$ cat src/dma_pkg.sv
// DMA sizing and FSM encodings; lengths up to 1 MB, bursts of 16 beats of 8 bytes
`default_nettype none

package dma_pkg;

  //////////////////////////////////////////////////////////////////////
  // Command and burst sizing
  //////////////////////////////////////////////////////////////////////

  // Command length in bytes
  localparam int LEN_BITS = 20;
  // Beats per full burst
  localparam int BURST_LEN = 16;
  localparam int DATA_BYTES = 8;
  localparam int LOG_DATA = 3;
  localparam int LOG_BURST = 4;
  // Bursts allowed in flight between AR and the last R beat
  localparam int MAX_OUTSTANDING = 4;
  // Burst counter, length bits above one full burst
  localparam int XFER_W = LEN_BITS - 7;
  // Address step from one burst to the next
  localparam int BURST_BYTES = BURST_LEN * DATA_BYTES;
  // Holds 0 to MAX_OUTSTANDING
  localparam int CNT_W = 3;

  //////////////////////////////////////////////////////////////////////
  // FSM states
  //////////////////////////////////////////////////////////////////////

  // Command decode
  typedef enum logic [0:0] {
    dec_idle,
    dec_busy
  } dec_state_e;

  // AR issuer
  typedef enum logic [1:0] {
    ar_idle,
    ar_issue,
    ar_wait_room
  } ar_state_e;

endpackage

`default_nettype wire

$ cat src/axi_pkg.sv
// AXI4 read widths and fixed AR attributes; INCR bursts only, one ID, full-width beats
`default_nettype none

package axi_pkg;

  //////////////////////////////////////////////////////////////////////
  // Bus widths
  //////////////////////////////////////////////////////////////////////

  // Byte address
  localparam int ADDR_BITS = 32;
  // Read data bus, 8 bytes
  localparam int DATA_BITS = 64;
  localparam int ID_BITS = 2;
  // arlen field of AXI4
  localparam int LEN_W = 8;

  //////////////////////////////////////////////////////////////////////
  // Fixed AR attributes
  //////////////////////////////////////////////////////////////////////

  localparam logic [1:0] ARBURST_INCR = 2'b01;
  // Bufferable and modifiable
  localparam logic [3:0] ARCACHE_DEF = 4'b0011;
  // Unprivileged, non-secure, data access
  localparam logic [2:0] ARPROT_DEF = 3'b010;
  // log2 of bytes per beat, always the full bus
  localparam logic [2:0] ARSIZE_FULL = 3'd3;

endpackage

`default_nettype wire
$ cat src/dma_rd_top.sv
// Aligned AXI4 read DMA; one command in decode, up to 4 bursts in flight, in-order slave assumed
`timescale 1ns/1ns
`default_nettype none

module dma_rd_top (
  input  wire                               aclk,
  input  wire                               aresetn,
  // Control and status
  input  wire                               ctrl_valid,
  output logic                              stat_ready,
  input  wire  [axi_pkg::ADDR_BITS-1:0]     ctrl_addr,
  input  wire  [dma_pkg::LEN_BITS-1:0]      ctrl_len,
  input  wire                               ctrl_ctl,
  output logic                              stat_done,
  // AXI4 read address
  output logic                              arvalid,
  input  wire                               arready,
  output logic [axi_pkg::ADDR_BITS-1:0]     araddr,
  output logic [axi_pkg::ID_BITS-1:0]       arid,
  output logic [axi_pkg::LEN_W-1:0]         arlen,
  output logic [2:0]                        arsize,
  output logic [1:0]                        arburst,
  output logic [0:0]                        arlock,
  output logic [3:0]                        arcache,
  output logic [2:0]                        arprot,
  // AXI4 read data
  input  wire                               rvalid,
  output logic                              rready,
  input  wire  [axi_pkg::DATA_BITS-1:0]     rdata,
  input  wire                               rlast,
  input  wire  [axi_pkg::ID_BITS-1:0]       rid,
  input  wire  [1:0]                        rresp,
  // AXI4-Stream out
  output logic                              axis_out_tvalid,
  input  wire                               axis_out_tready,
  output logic [axi_pkg::DATA_BITS-1:0]     axis_out_tdata,
  output logic [axi_pkg::DATA_BITS/8-1:0]   axis_out_tkeep,
  output logic                              axis_out_tlast
);

  //////////////////////////////////////////////////////////////////////
  // Stage links
  //////////////////////////////////////////////////////////////////////

  logic                          start;
  logic [axi_pkg::ADDR_BITS-1:0] base_addr;
  logic [dma_pkg::XFER_W-1:0]    burst_count;
  logic [axi_pkg::LEN_W-1:0]     last_len;
  logic                          done_req;
  logic                          issue_done;
  // Burst queue, issuer side
  logic                          q_push;
  logic                          q_flag;
  logic                          q_full;

  dma_rd_cmd_decode i_decode (
    .aclk        (aclk),
    .aresetn     (aresetn),
    .ctrl_valid  (ctrl_valid),
    .ctrl_addr   (ctrl_addr),
    .ctrl_len    (ctrl_len),
    .ctrl_ctl    (ctrl_ctl),
    .issue_done  (issue_done),
    .stat_ready  (stat_ready),
    .start       (start),
    .base_addr   (base_addr),
    .burst_count (burst_count),
    .last_len    (last_len),
    .done_req    (done_req)
  );

  dma_rd_ar_issue i_ar_issue (
    .aclk        (aclk),
    .aresetn     (aresetn),
    .start       (start),
    .base_addr   (base_addr),
    .burst_count (burst_count),
    .last_len    (last_len),
    .done_req    (done_req),
    .q_full      (q_full),
    .arvalid     (arvalid),
    .arready     (arready),
    .araddr      (araddr),
    .arid        (arid),
    .arlen       (arlen),
    .arsize      (arsize),
    .arburst     (arburst),
    .arlock      (arlock),
    .arcache     (arcache),
    .arprot      (arprot),
    .q_push      (q_push),
    .q_flag      (q_flag),
    .issue_done  (issue_done)
  );

  dma_rd_r_stream i_r_stream (
    .aclk            (aclk),
    .aresetn         (aresetn),
    .rvalid          (rvalid),
    .rready          (rready),
    .rdata           (rdata),
    .rlast           (rlast),
    .rid             (rid),
    .rresp           (rresp),
    .axis_out_tvalid (axis_out_tvalid),
    .axis_out_tready (axis_out_tready),
    .axis_out_tdata  (axis_out_tdata),
    .axis_out_tkeep  (axis_out_tkeep),
    .axis_out_tlast  (axis_out_tlast),
    .stat_done       (stat_done),
    .q_push          (q_push),
    .q_flag          (q_flag),
    .q_full          (q_full)
  );

endmodule

`default_nettype wire

$ cat src/dma_rd_r_stream.sv
// R to stream; zero latency, no buffering, rresp ignored, bursts must return in order on ID 0
`timescale 1ns/1ns
`default_nettype none

module dma_rd_r_stream (
  input  wire                               aclk,
  input  wire                               aresetn,
  input  wire                               rvalid,
  output logic                              rready,
  input  wire  [axi_pkg::DATA_BITS-1:0]     rdata,
  input  wire                               rlast,
  input  wire  [axi_pkg::ID_BITS-1:0]       rid,
  input  wire  [1:0]                        rresp,
  output logic                              axis_out_tvalid,
  input  wire                               axis_out_tready,
  output logic [axi_pkg::DATA_BITS-1:0]     axis_out_tdata,
  output logic [axi_pkg::DATA_BITS/8-1:0]   axis_out_tkeep,
  output logic                              axis_out_tlast,
  output logic                              stat_done,
  input  wire                               q_push,
  input  wire                               q_flag,
  output logic                              q_full
);

  logic rxfer;
  logic head_flag;

  // Stream stalls R directly
  assign rready = axis_out_tready;
  assign rxfer = rvalid && axis_out_tready;

  assign axis_out_tvalid = rvalid;
  assign axis_out_tdata = rdata;
  assign axis_out_tkeep = '1;

  // Head flag belongs to the burst now on R
  assign axis_out_tlast = rlast && head_flag;
  assign stat_done = rxfer && rlast && head_flag;

  // Pop when a burst's last beat leaves
  dma_rd_burst_fifo i_burst_fifo (
    .aclk      (aclk),
    .aresetn   (aresetn),
    .push      (q_push),
    .push_flag (q_flag),
    .pop       (rxfer && rlast),
    .head_flag (head_flag),
    .full      (q_full)
  );

  // Single ID, response field must still be driven
  a_r_id: assert property (@(posedge aclk) disable iff (!aresetn)
    rvalid |-> (rid == '0) && !$isunknown(rresp));

endmodule

`default_nettype wire

$ cat src/dma_rd_burst_fifo.sv
// Burst flag queue, MAX_OUTSTANDING deep; no push when full, no pop when empty
`timescale 1ns/1ns
`default_nettype none

module dma_rd_burst_fifo (
  input  wire  aclk,
  input  wire  aresetn,
  input  wire  push,
  input  wire  push_flag,
  input  wire  pop,
  output logic head_flag,
  output logic full
);

  // New entries enter at bit 0, the oldest sits at count-1
  logic [dma_pkg::MAX_OUTSTANDING-1:0] sr;
  logic [dma_pkg::CNT_W-1:0]           count;

  //////////////////////////////////////////////////////////////////////
  // Storage and count
  //////////////////////////////////////////////////////////////////////

  always_ff @(posedge aclk) begin
    if (push) begin
      sr <= {sr[dma_pkg::MAX_OUTSTANDING-2:0], push_flag};
    end
  end

  always_ff @(posedge aclk) begin
    if (!aresetn) begin
      count <= '0;
    end else begin
      case ({push, pop})
        2'b10: count <= count + 1'b1;
        2'b01: count <= count - 1'b1;
        // Both or neither, depth unchanged
        default: count <= count;
      endcase
    end
  end

  assign full = (count == dma_pkg::CNT_W'(dma_pkg::MAX_OUTSTANDING));

  // Head select, low when empty
  always_comb begin
    head_flag = 1'b0;
    for (int i = 0; i < dma_pkg::MAX_OUTSTANDING; i++) begin
      if (count == dma_pkg::CNT_W'(i + 1)) begin
        head_flag = sr[i];
      end
    end
  end

  //////////////////////////////////////////////////////////////////////
  // Checks
  //////////////////////////////////////////////////////////////////////

  // Issuer must hold off on a full queue
  a_no_overflow: assert property (@(posedge aclk) disable iff (!aresetn)
    push |-> !full);

  // An R burst came back with no AR behind it
  a_no_underflow: assert property (@(posedge aclk) disable iff (!aresetn)
    pop |-> (count != '0));

endmodule

`default_nettype wire

$ cat src/dma_rd_ar_issue.sv
// AR issuer; one gap cycle after each handshake, stalls while the burst queue is full
`timescale 1ns/1ns
`default_nettype none

module dma_rd_ar_issue (
  input  wire                           aclk,
  input  wire                           aresetn,
  input  wire                           start,
  input  wire [axi_pkg::ADDR_BITS-1:0]  base_addr,
  input  wire [dma_pkg::XFER_W-1:0]     burst_count,
  input  wire [axi_pkg::LEN_W-1:0]      last_len,
  input  wire                           done_req,
  input  wire                           q_full,
  output logic                          arvalid,
  input  wire                           arready,
  output logic [axi_pkg::ADDR_BITS-1:0] araddr,
  output logic [axi_pkg::ID_BITS-1:0]   arid,
  output logic [axi_pkg::LEN_W-1:0]     arlen,
  output logic [2:0]                    arsize,
  output logic [1:0]                    arburst,
  output logic [0:0]                    arlock,
  output logic [3:0]                    arcache,
  output logic [2:0]                    arprot,
  output logic                          q_push,
  output logic                          q_flag,
  output logic                          issue_done
);

  dma_pkg::ar_state_e state;

  logic [axi_pkg::ADDR_BITS-1:0] addr_r;
  // Bursts left after the current one
  logic [dma_pkg::XFER_W-1:0]    to_go;
  logic [axi_pkg::LEN_W-1:0]     last_len_r;
  logic                          done_req_r;
  logic                          arxfer;
  logic                          final_burst;
  // End offset of the burst inside its 4 KB page
  logic [12:0]                   burst_end;

  assign arxfer = arvalid && arready;
  assign final_burst = (to_go == '0);

  //////////////////////////////////////////////////////////////////////
  // AR channel fields
  //////////////////////////////////////////////////////////////////////

  assign araddr = addr_r;
  assign arid = '0;
  assign arlen = final_burst ? last_len_r : axi_pkg::LEN_W'(dma_pkg::BURST_LEN - 1);
  assign arsize = axi_pkg::ARSIZE_FULL;
  assign arburst = axi_pkg::ARBURST_INCR;
  assign arlock = 1'b0;
  assign arcache = axi_pkg::ARCACHE_DEF;
  assign arprot = axi_pkg::ARPROT_DEF;

  // One queue entry per burst, flagged on the last one if done was asked
  assign q_push = arxfer;
  assign q_flag = done_req_r && final_burst;
  assign issue_done = arxfer && final_burst;

  //////////////////////////////////////////////////////////////////////
  // Issue FSM
  //////////////////////////////////////////////////////////////////////

  always_ff @(posedge aclk) begin
    if (!aresetn) begin
      state <= dma_pkg::ar_idle;
      arvalid <= 1'b0;
    end else begin
      case (state)
        dma_pkg::ar_idle: begin
          // Queue has nothing of ours yet, so q_full is current here
          if (start) begin
            arvalid <= !q_full;
            state <= q_full ? dma_pkg::ar_wait_room : dma_pkg::ar_issue;
          end
        end
        dma_pkg::ar_issue: begin
          if (arready) begin
            arvalid <= 1'b0;
            state <= final_burst ? dma_pkg::ar_idle : dma_pkg::ar_wait_room;
          end
        end
        dma_pkg::ar_wait_room: begin
          // q_full already counts the burst just pushed
          if (!q_full) begin
            arvalid <= 1'b1;
            state <= dma_pkg::ar_issue;
          end
        end
        default: state <= dma_pkg::ar_idle;
      endcase
    end
  end

  // Address and burst countdown
  always_ff @(posedge aclk) begin
    if (start) begin
      addr_r <= base_addr;
      to_go <= burst_count;
      last_len_r <= last_len;
      done_req_r <= done_req;
    end else if (arxfer) begin
      addr_r <= addr_r + dma_pkg::BURST_BYTES;
      to_go <= to_go - 1'b1;
    end
  end

  //////////////////////////////////////////////////////////////////////
  // Checks
  //////////////////////////////////////////////////////////////////////

  assign burst_end = {1'b0, araddr[11:0]} + (({5'd0, arlen} + 13'd1) << arsize);

  // AR must hold until the slave takes it
  a_ar_stable: assert property (@(posedge aclk) disable iff (!aresetn)
    (arvalid && !arready) |=> (arvalid && $stable(araddr) && $stable(arlen)));

  // Aligned start keeps every burst inside one page
  a_ar_4k: assert property (@(posedge aclk) disable iff (!aresetn)
    arvalid |-> (burst_end <= 13'h1000));

endmodule

`default_nettype wire

$ cat src/dma_rd_cmd_decode.sv
// Command decode; takes one command at a time, address must be 128-byte aligned, len 8-byte units
`timescale 1ns/1ns
`default_nettype none

module dma_rd_cmd_decode (
  input  wire                           aclk,
  input  wire                           aresetn,
  input  wire                           ctrl_valid,
  input  wire [axi_pkg::ADDR_BITS-1:0]  ctrl_addr,
  input  wire [dma_pkg::LEN_BITS-1:0]   ctrl_len,
  input  wire                           ctrl_ctl,
  input  wire                           issue_done,
  output logic                          stat_ready,
  output logic                          start,
  output logic [axi_pkg::ADDR_BITS-1:0] base_addr,
  output logic [dma_pkg::XFER_W-1:0]    burst_count,
  output logic [axi_pkg::LEN_W-1:0]     last_len,
  output logic                          done_req
);

  dma_pkg::dec_state_e state;

  logic                           accept;
  logic [dma_pkg::XFER_W-1:0]     num_full;
  logic [dma_pkg::LOG_BURST-1:0]  part_beats;
  logic                           has_partial;
  logic [dma_pkg::LOG_BURST-1:0]  last_beats;

  //////////////////////////////////////////////////////////////////////
  // Length split
  //////////////////////////////////////////////////////////////////////

  assign accept = ctrl_valid && stat_ready;
  assign stat_ready = (state == dma_pkg::dec_idle);

  // Whole bursts sit above bit 7 of the length
  assign num_full = ctrl_len[dma_pkg::LEN_BITS-1:dma_pkg::LOG_DATA+dma_pkg::LOG_BURST];
  // Leftover beats, zero when the length is a burst multiple
  assign part_beats = ctrl_len[dma_pkg::LOG_DATA +: dma_pkg::LOG_BURST];
  assign has_partial = |part_beats;
  // Wraps to 15 with no leftover, which is a full final burst
  assign last_beats = part_beats - 1'b1;

  //////////////////////////////////////////////////////////////////////
  // Control FSM
  //////////////////////////////////////////////////////////////////////

  always_ff @(posedge aclk) begin
    if (!aresetn) begin
      state <= dma_pkg::dec_idle;
      start <= 1'b0;
    end else begin
      // Issuer loads one cycle after acceptance
      start <= accept;
      case (state)
        dma_pkg::dec_idle: begin
          if (accept) begin
            state <= dma_pkg::dec_busy;
          end
        end
        dma_pkg::dec_busy: begin
          // Last AR is out, data may still be returning
          if (issue_done) begin
            state <= dma_pkg::dec_idle;
          end
        end
        default: state <= dma_pkg::dec_idle;
      endcase
    end
  end

  // Command fields for the issuer
  always_ff @(posedge aclk) begin
    if (accept) begin
      base_addr <= ctrl_addr;
      // Count holds bursts minus one
      burst_count <= has_partial ? num_full : num_full - 1'b1;
      last_len <= axi_pkg::LEN_W'(last_beats);
      done_req <= ctrl_ctl;
    end
  end

  // Accepted commands meet the alignment the engine relies on
  a_cmd_aligned: assert property (@(posedge aclk) disable iff (!aresetn)
    accept |-> (ctrl_len != '0) &&
               (ctrl_len[dma_pkg::LOG_DATA-1:0] == '0) &&
               (ctrl_addr[dma_pkg::LOG_DATA+dma_pkg::LOG_BURST-1:0] == '0));

  // Issuer only finishes a command this stage handed over
  a_done_busy: assert property (@(posedge aclk) disable iff (!aresetn)
    issue_done |-> (state == dma_pkg::dec_busy));

endmodule

`default_nettype wire

$ cat config.mk
export PLATFORM = sky130hd
export DESIGN_NAME = dma_rd_top
export DESIGN_NICKNAME = d
export VERILOG_FILES = /design/src/dma_pkg.sv /design/src/axi_pkg.sv /design/src/dma_rd_top.sv /design/src/dma_rd_r_stream.sv /design/src/dma_rd_burst_fifo.sv /design/src/dma_rd_ar_issue.sv /design/src/dma_rd_cmd_decode.sv
export SDC_FILE = /design/constraint.sdc
export NUM_CORES = 1
export LEC_CHECK = 0
export BUFFER_PORTS_ARGS = -buffer_cell sky130_fd_sc_hd__buf_2
export CORE_UTILIZATION = 52
export DETAILED_ROUTE_END_ITERATION = 8
export PLACE_DENSITY = 0.91
export SLEW_MARGIN = 20
export SYNTH_ARGS = -nofsm -noshare
export SYNTH_HDL_FRONTEND = slang
export SYNTH_HIERARCHICAL = 1
export SYNTH_SLANG_ARGS = --single-unit
export TNS_END_PERCENT = 10
$ cat constraint.sdc
create_clock -name aclk -period 9.62 [get_ports aclk]
set_clock_uncertainty 0.1 [all_clocks]
set_input_delay 0.481 -clock aclk [delete_from_list [all_inputs] [get_ports aclk]]
set_output_delay 0.481 -clock aclk [all_outputs]
set_load 0.03 [all_outputs]
# == Word-level counts from Yosys, hierarchy flattened ==
# Index checks and enable logic that the tools add are counted.
# classes
n_addsub,6
n_eq_ne,11
mux,24
bitwise_logic,1
n_reduce_logical,17
# ops
op,n
$mux 32,2
$mux 13,3
$add 32x8->32 const B,1
$sub 13x1->13 const B,2
$logic_not 13->1,1
$mux 2,5
$mux 1,9
$logic_and 1x1->1,8
$eq 3x2->1 const B,2
$ne 2x2->1 const B,3
$pmux 2 s3,1
$pmux 3 s2,1
$eq 2x1->1 const B,2
$eq 2x2->1 const B,2
$mux 4,1
$reduce_and 4->1,1
$reduce_bool 2->1,2
$reduce_or 4->1,1
$sub 4x1->4 const B,1
$add 3x1->3 const B,1
$eq 3x1->1 const B,1
$eq 3x3->1 const B,1
$pmux 1 s3,1
$reduce_and 3->1,1
other kinds (6),6
# word_totals
register_bits,112
out_inout_bits,133
elab_cells,73

# == Depth between registers and ports, before layout ==
# Gate-level depths: netlist (run 1).
# depth
depth_word,6
depth_mapped,8
ltp_nobuf,7

# == Modules after synthesis ==
# Netlist (run 1), hierarchy kept.
# modules_own_cells
mod,n_inst,cells_per_inst,area_each_um2
dma_rd_ar_issue,1,312,3214.3
dma_rd_cmd_decode,1,108,1944.4
dma_rd_r_stream,1,78,583.1
dma_rd_burst_fifo,1,37,402.9

# == Worst setup path before layout (run 1) ==
# OpenSTA, ideal clock, no wires.
# synth_path
path_type,in2reg
startpoint,input port ctrl_valid
endpoint,"register i_decode/base_addr[0] (netlist name), enable pin"
setup_time_ns,0.465
arrival_ns,2.717
t_required_ns,9.055
path_slack_ns,6.338
cell_stages,1
path_buffers,0
path_cell_list,nor2b_1
# synth_between
elab_chain_cells,1
# synth_lines
element,line_no,rtl
"start, declared",dma_rd_top.sv:9,"input wire ctrl_valid,"
$logic_and 1x1->1,dma_rd_cmd_decode.sv:33,assign accept = ctrl_valid && stat_ready;
"end signal, assigned",dma_rd_cmd_decode.sv:75,base_addr <= ctrl_addr;
"end, declared",dma_rd_cmd_decode.sv:15,"output logic [axi_pkg::ADDR_BITS-1:0] base_addr,"
# No other way between the ends.
# A chain may end at the register's enable or synchronous reset.

==> impl_summary.md, run 1 <==
Run status
The flow ran to the end, and the final reports show no timing, DRC or antenna violations.

GRT
The first global-routing pass estimated 17900 µm of wire. The number of global-route vias before repair is 3734. The initial antenna violation count was 0. Global routing consumed, over all layers together, 18.8% of the routing resources.

The pin count of the biggest net entering global routing is 56. For this run the aggregate overflow at the end of global routing stands at 0.

Clocking
Counting the buffers created by CTS gives 17. The CTS H-tree depth is 4. For this design, the CTS-stage hold fixing added 0 buffers. Counting along the longest clock path gives a buffer depth of 2.

For the worst-skew pair, the clock arrives at the later sink with an insertion delay of 0.41 ns. The cell at the root of the clock tree is sky130_fd_sc_hd__clkbuf_16. The TritonCTS clock tree is done.

Clock-pin slew was measured on the worst setup and hold paths at ~0.05 ns. The clock sink count is 116. The number of setup buffers added after CTS is 0. The number of instances resized during post-cts repair is 0.

Power and ir drop
Summing internal, switching and leakage power gives 1.50 mW. The power per unit of standard cell area is around 220 nW/µm². For this design the static power due to leakage is 2.54 nW. Across the VDD grid, the largest voltage drop is 0.157 mV.

Placement
The detailed-placement wirelength estimate is between 7000 and 8000 µm. The final weighted congestion in routability-driven placement is just over 0.8. The cell count after placement is 697. Port buffering added 102 buffers.

Final layout
The post-route non-filler standard cell count is 727. The area of the multi-input gates is 2000 µm². The top cell types in the final layout, fill and taps aside, are sky130_fd_sc_hd__edfxtp_1, sky130_fd_sc_hd__buf_2, sky130_fd_sc_hd__nand2_1, sky130_fd_sc_hd__o21ai_0, sky130_fd_sc_hd__conb_1. For this run, the post-layout net count is 717. Fill cells in the final layout number 893. The area taken by flip-flops and latches is 3400 µm². The number of inserted diodes is 0. Leaving out fill and tap cells, the most frequent cell in the layout is sky130_fd_sc_hd__edfxtp_1. The post-route netlist has between 20% and 30% of its cells at a drive strength greater than 1. The area growth from synthesis to layout is 9.51%.

Yosys
The number of instances in the synthesized netlist is around 540. Among all flip-flop cells after synthesis, the most frequent one is sky130_fd_sc_hd__edfxtp_1. The count of synthesis-stage warnings from yosys is 6. Yosys mapped a number of flops with a built-in enable equal to around 110.

The number of distinct library cell variants in the gate-level netlist after synthesis is 57. The async set-reset flop share out of synthesis is 0%. After synthesis, the mean cell area works out to 11.5 µm².

The post-synthesis sequential element count is 116. The area of the mapped netlist is 6140 µm². The sequential-to-total area share from yosys stat is 55.4%.

Worst setup path
The critical path is of the register to primary output type. The endpoint required time on the critical path is 9.04 ns. The type of origin of the critical path is a register. The number of buffers and inverters on the critical path is 1. The capturing element type of the critical path is a primary output. At the worst endpoint, the arrival time is 2.57 ns.

On the critical path, the stage with the largest delay is an instance of sky130_fd_sc_hd__nor4_1. The highest cell delay on the worst timing path is 0.84 ns. The critical path goes through nor4_1, and3_1, and2_1, buf_2. The maximum fanout encountered on the critical timing path is 11. The cell family contributing the most delay on the critical path is simple AND/OR/NAND/NOR gates.

Run
The tool flagged a number of max-cap violations equal to 0.

Die
The core region is 11500 µm². The I/O pin count is 261. The die height is 111 µm. The area enclosed by the die boundary is 12300 µm². The floorplan row count is 39. Measured along the x axis, the die boundary spans 111 µm.

The initial cell density of the core is 53.6%.

STA
The final max-slew violation count is 0. In this run the tightest slew margin relative to its limit is a little over a third. The setup total negative slack is 0 ns. The transition at the pin with the smallest max-transition slack is 0.976 ns. Setup repair after global routing left no endpoint under its margin. The maximum operating frequency is 317 MHz. The final cycle utilization of the critical path is roughly 33%. Counting I/O delays and the setup requirement, the final critical path takes approximately 3.2 ns.

The hold violation total from the final report is 0. The final-report setup violation count is 0.

Routing
The post-detailed-route DRC marker count is 0. In the final routed layout, each cell accounts on average for 15.5 µm. The overall via count from detail_route is 3942.

The number of DRC markers after the initial detailed-route iteration is between 300 and 400. The first detailed-routing pass took 5 iterations. The average vias per placed instance is 5.42. Once detail routing completed, the nets flagged for antenna violations numbered 0. The aggregate routed wire length is 11200 µm.

Min path
The path type of the worst min-delay path is input pin to register.
==> kinds of logic (layout without fill, tap and decap cells) <==
group           count (synthesis)  after routing  synth area share [%]
other cells                     4             27                 0.244
flops                         116            116                  55.4
fa+ha+maj                      16             16                  3.26
simple gates                  168            168                  15.5
buf+inv                       128            154                  13.6
mux                             3              3                 0.509
compound gates                 63             63                  6.23
xor+xnor                       37             37                  5.27
==> final cells by class <==
class / count / share of cell area, %
clock inverters: 11 / 1.69
repair buffers: 104 / 7.81
clock buffers: 19 / 6.43
inverters: 20 / 1.12
multi-input cells: 314 / 29.7
flip-flops and latches: 116 / 50.6
well taps: 143 / 2.66
==> per-stage QoR <==
step | hold WS (ns) | setup slack [ns] | cell area (µm²) | util (%)
5_1_grt | 0.120 | 6.34 | 6730 | 58.7
3_5_place_dp | 0.305 | 6.87 | 6180 | 53.9
3_3_place_gp | 0.307 | 7.06 | 6180 | 53.9
6_report | 0.144 | 6.47 | 6730 | 58.7
4_1_cts | 0.121 | 6.44 | 6730 | 58.7
2_1_floorplan | 0.300 | 6.34 | 6230 | -
==> power breakdown <==
group / leakage, nW / internal [mW] / switching (mW)
sequential: 1.09 / 0.625 / 0.0471
combinational: 1.18 / 0.0851 / 0.162
clock: 0.271 / 0.374 / 0.209
==> worst register-to-register path: cells and delay by family, from the launching register on <==
kind / cells / cell delay [ns]
AO/OA/AOI/OAI: 1 / 0.17
adder cells (fa/ha/maj): 1 / 0.26
flip-flops: 1 / 0.43
AND/OR/NAND/NOR: 3 / 1.33
==> state kept, by name (all words and copies together), names as in the netlist, 2 cells and up <==
name and cells:
i_ar_issue/araddr 32, i_decode/base_addr 32, i_ar_issue/to_go 13, i_decode/burst_count 13
i_ar_issue/last_len_r 8, i_decode/last_len 4, i_r_stream/i_burst_fifo/sr 4, i_r_stream/i_burst_fifo/count 3
i_ar_issue/state 2
==> metal layers <==
layer	GRT usage [%]	up-vias	share of wire (%)
met5	0	-	0
met1	20.7	1829	40
met3	5.80	47	6.4
met2	31.8	198	51
met4	11.5	0	2.9
li1	-	1868	-
==> Yosys cell counts (5+ instances only) <==
cell type,n,area [µm²]
sky130_fd_sc_hd__clkbuf_1,12,45.0
sky130_fd_sc_hd__ha_1,16,200
sky130_fd_sc_hd__dfxtp_1,8,160
sky130_fd_sc_hd__and2_1,17,106
sky130_fd_sc_hd__nor4_1,8,50.1
sky130_fd_sc_hd__or4_1,9,67.6
sky130_fd_sc_hd__nor3_1,6,30.0
sky130_fd_sc_hd__o21ai_0,33,165
sky130_fd_sc_hd__inv_1,20,75.1
sky130_fd_sc_hd__a31oi_1,11,68.8
sky130_fd_sc_hd__nor2_1,26,97.6
sky130_fd_sc_hd__xnor2_1,21,184
sky130_fd_sc_hd__nand4_1,9,56.3
sky130_fd_sc_hd__edfxtp_1,108,3240
sky130_fd_sc_hd__nand3_1,14,70.1
sky130_fd_sc_hd__nand2_1,42,158
sky130_fd_sc_hd__buf_4,93,698
sky130_fd_sc_hd__o31ai_1,5,37.5
sky130_fd_sc_hd__xor2_1,16,140
==> worst paths after layout <==
path                         from                endpoint  slack, ns  cells past startpoint
max           i_ar_issue/to_go[4]                arlen[7]       6.47                      4
min                 ctrl_addr[18]  i_decode/base_addr[18]       0.14                      1
min reg2reg     i_decode/done_req   i_ar_issue/done_req_r       0.32                      0
max reg2reg  i_ar_issue/araddr[7]   i_ar_issue/araddr[27]       7.18                      5
Note: power is estimated with default switching activity, not from simulation.
==> run 2, diff against run 1 <==
CORE_UTILIZATION = 49   (was 52)
PLACE_DENSITY = 0.87   (was 0.91)
clock period = 3.2 ns   (was 9.62 ns; I/O delays follow)
==> run 2 against run 1 <==
Against the previous run: combinational power grew to 3.2 times the previous value; sequential share of layout area shrank 3.7 points; design area rose by 7.8%; non-clock buffer count up 47; critical path depth up 2; register-to-register slack got worse by 6.7 ns; setup slack got worse by 6.0 ns; critical path type is now register to register; critical endpoint is now i_decode/state; largest cell class unchanged.
==> impl_summary.md, run 2 (synthesized netlist as in run 1, its figures left out) <==
Run status
The run finished with clean final reports.

GRT
Entering global routing, the biggest net connects 52 pins. The first global-routing pass estimated 17800 µm of wire. The final global-route overflow total is 0. Global routing used a little under a fifth of the available tracks across all layers. The number of global-route vias before repair came to 3796. The initial antenna violation count is 0.

Worst setup path
STA classifies the critical path startpoint as a register. The cell depth of the worst flop-to-flop path is 6. The critical path class is register to register. The endpoint required time on the critical path is between 3 and 4 ns. The critical register-to-register path endpoint is i_decode/state. The slowest stage of the critical path belongs to the cell sky130_fd_sc_hd__nor4_1.

The signal on the critical path passes through nor4_1, and3_1, and2_1, nand2_1, o211a_1, dlygate4sd3_1. The worst reg-to-reg setup slack is 0.48 ns. The capturing element type of the critical path is a register.

Together, buffers and inverters on the worst path number 1. The launching point of the worst reg2reg path is i_ar_issue/to_go[4]. On the worst path, the slowest cell contributes a delay of roughly 0.70 ns. In this design, the largest share of critical-path delay is due to simple AND/OR/NAND/NOR gates. Data on the critical path arrives at its endpoint at 2.92 ns. The maximum fanout encountered on the critical timing path is 11.

STA
Setup violations remaining at the end of the flow were counted as 0. The worst path uses 85.1% of the clock period. Setup repair after global routing left no endpoint under its margin. The setup total negative slack is 0 ns.

On the final layout, the worst hold slack is 0.0117 ns. At the pin with the least slew margin, the transition time is 0.971 ns. The hold violation total from the final report is 0. The final max-slew violation count is 0. Setup slack on the critical path of the routed design comes to 0.477 ns. For this run, the top clock speed supported by timing is 367 MHz. The worst pin sits at a relative slew slack of 35.3%. For the finished layout, the period the worst path requires is 2.72 ns.

Min path
The depth of the worst hold-timing path is 3. The worst hold path endpoint is i_decode/last_len[3]. The worst hold path belongs to the class input pin to register. The worst hold path begins at ctrl_len[4].

Clocking
TritonCTS created 17 clock buffers. The clock sink count is approximately 120. Post-CTS repair changed the size of 0 cells. The cell at the root of the clock tree is sky130_fd_sc_hd__clkbuf_16. The maximum number of buffers from clock root to sink is 2. The CTS H-tree depth is 4. After clock tree synthesis, the clock-pin slew on the worst setup and hold paths is 0.05 ns.

TritonCTS built the clock tree. The number of hold-repair buffers added at the cts stage is 46. In this run the post-CTS setup repair buffer count came out at 0. The clock latency on the worst-skew pair is 0.40 ns.

Die
In this run the vertical extent of the chip is between 100 and 150 µm. The area enclosed by the die boundary is 13000 µm². The floorplan row count is 40. From left edge to right edge, the die measures 114 µm. The initial cell density of the core is 50.7%. The area of the core is about 12000 µm². During I/O placement, the number of pins put on the boundary was 261.

Placement
Port buffering added a little over 100 buffers. The total cell area at the placement stage is roughly 6200 µm². The HPWL after detailed placement is 7420 µm. The congestion estimate from routability-driven global placement came to 0.823.

After detailed placement, the design holds a cell count of 723. The worst slack after detailed placement is 0.843 ns.

Final layout
Leaving out fill and tap cells, the most frequent cells in the layout are sky130_fd_sc_hd__edfxtp_1, sky130_fd_sc_hd__buf_2, sky130_fd_sc_hd__dlygate4sd3_1, sky130_fd_sc_hd__nand2_1, sky130_fd_sc_hd__o21ai_0. The post-route netlist has 22.9% of its cells at a drive strength greater than 1. The core utilization of the finished layout is 59.9%. The number of inserted diodes is 0.

The final cell area excluding filler cells is 7260 µm². The filler cell count in the final layout is 976. Registers take 3400 µm². For this run, the number of standard cells in the final layout without fillers is 801. The most common cell after layout, fill and taps aside is sky130_fd_sc_hd__edfxtp_1.

In the final layout, the multi-input gates occupy 2000 µm². The synthesis-to-finish area growth is 18.1%. At the end of the flow, the number of nets in the layout was 764.

Power and ir drop
VDD sags by at most 0.346 mV. The analysis attributes to cell leakage a power of 2.75 nW. The power per unit of standard cell area is around 640 nW/µm².

The completed layout was analyzed and its total power is 4.66 mW.

Routing
Wires add up to ~12000 µm. The count of nets left with antenna violations once routing finished came out at 0. The number of DRC markers after the initial detailed-route iteration is 259.

After detailed routing, the average wire length per cell comes to 14.5 µm. In the routed layout, each cell is associated on average with a via count of between 5 and 6. The post-detailed-route DRC marker count is 0. For this block, the via count after detailed routing is 4073. The pre-antenna-repair detailed-routing pass consisted of 8 iterations.

Run
The max-capacitance violation count is 0.
[run 2: cell count changes in the layout (fill, tap and decap cells not counted), sizes merged]
| cell | previous run | this run |
|---|---|---|
| bufinv | 2 | 3 |
| clkbuf | 19 | 20 |
| dlygate4sd3 | 0 | 46 |
| buf | 104 | 105 |
[run 2: worst max path at each step]
stage | startpoint | endpoint | slack [ns] | depth (start not counted)
2_1_floorplan | i_decode/state | i_decode/base_addr[0] | 0.05 | 1
3_3_place_gp | i_ar_issue/araddr[7] | i_ar_issue/araddr[31] | 0.94 | 5
3_5_place_dp | i_ar_issue/araddr[7] | i_ar_issue/araddr[27] | 0.84 | 5
4_1_cts | i_ar_issue/to_go[4] | i_decode/state | 0.47 | 6
5_1_grt | i_ar_issue/to_go[4] | i_decode/state | 0.21 | 6
6_report | i_ar_issue/to_go[4] | i_decode/state | 0.48 | 6
[run 2: per-layer routing]
layer	GRT usage, %	wire length (µm)	share of wire [%]
met1	20.1	4730	41
met4	9.44	195	1.7
met3	5.69	614	5.3
met2	31.3	6070	52
met5	0	0	0
[run 2: tightest hold or removal path, stage by stage]
cell,delay [ns]
sky130_fd_sc_hd__buf_2,0.09
sky130_fd_sc_hd__nor3_1,0.05
sky130_fd_sc_hd__xor2_1,0.11
[run 2: area by class of cell]
type                       instances  area share (%)
clock buffer                      20            6.02
clock inverter                    12            1.90
inverter                          20            1.03
multi-input combinational        314            27.5
sequential                       116            46.9
tap                              168            2.90
timing repair buffer             151            13.7
[run 2: power by group]
part           switching, mW  internal, mW
combinational          0.504         0.293
clock                  0.638          1.21
sequential             0.134          1.88
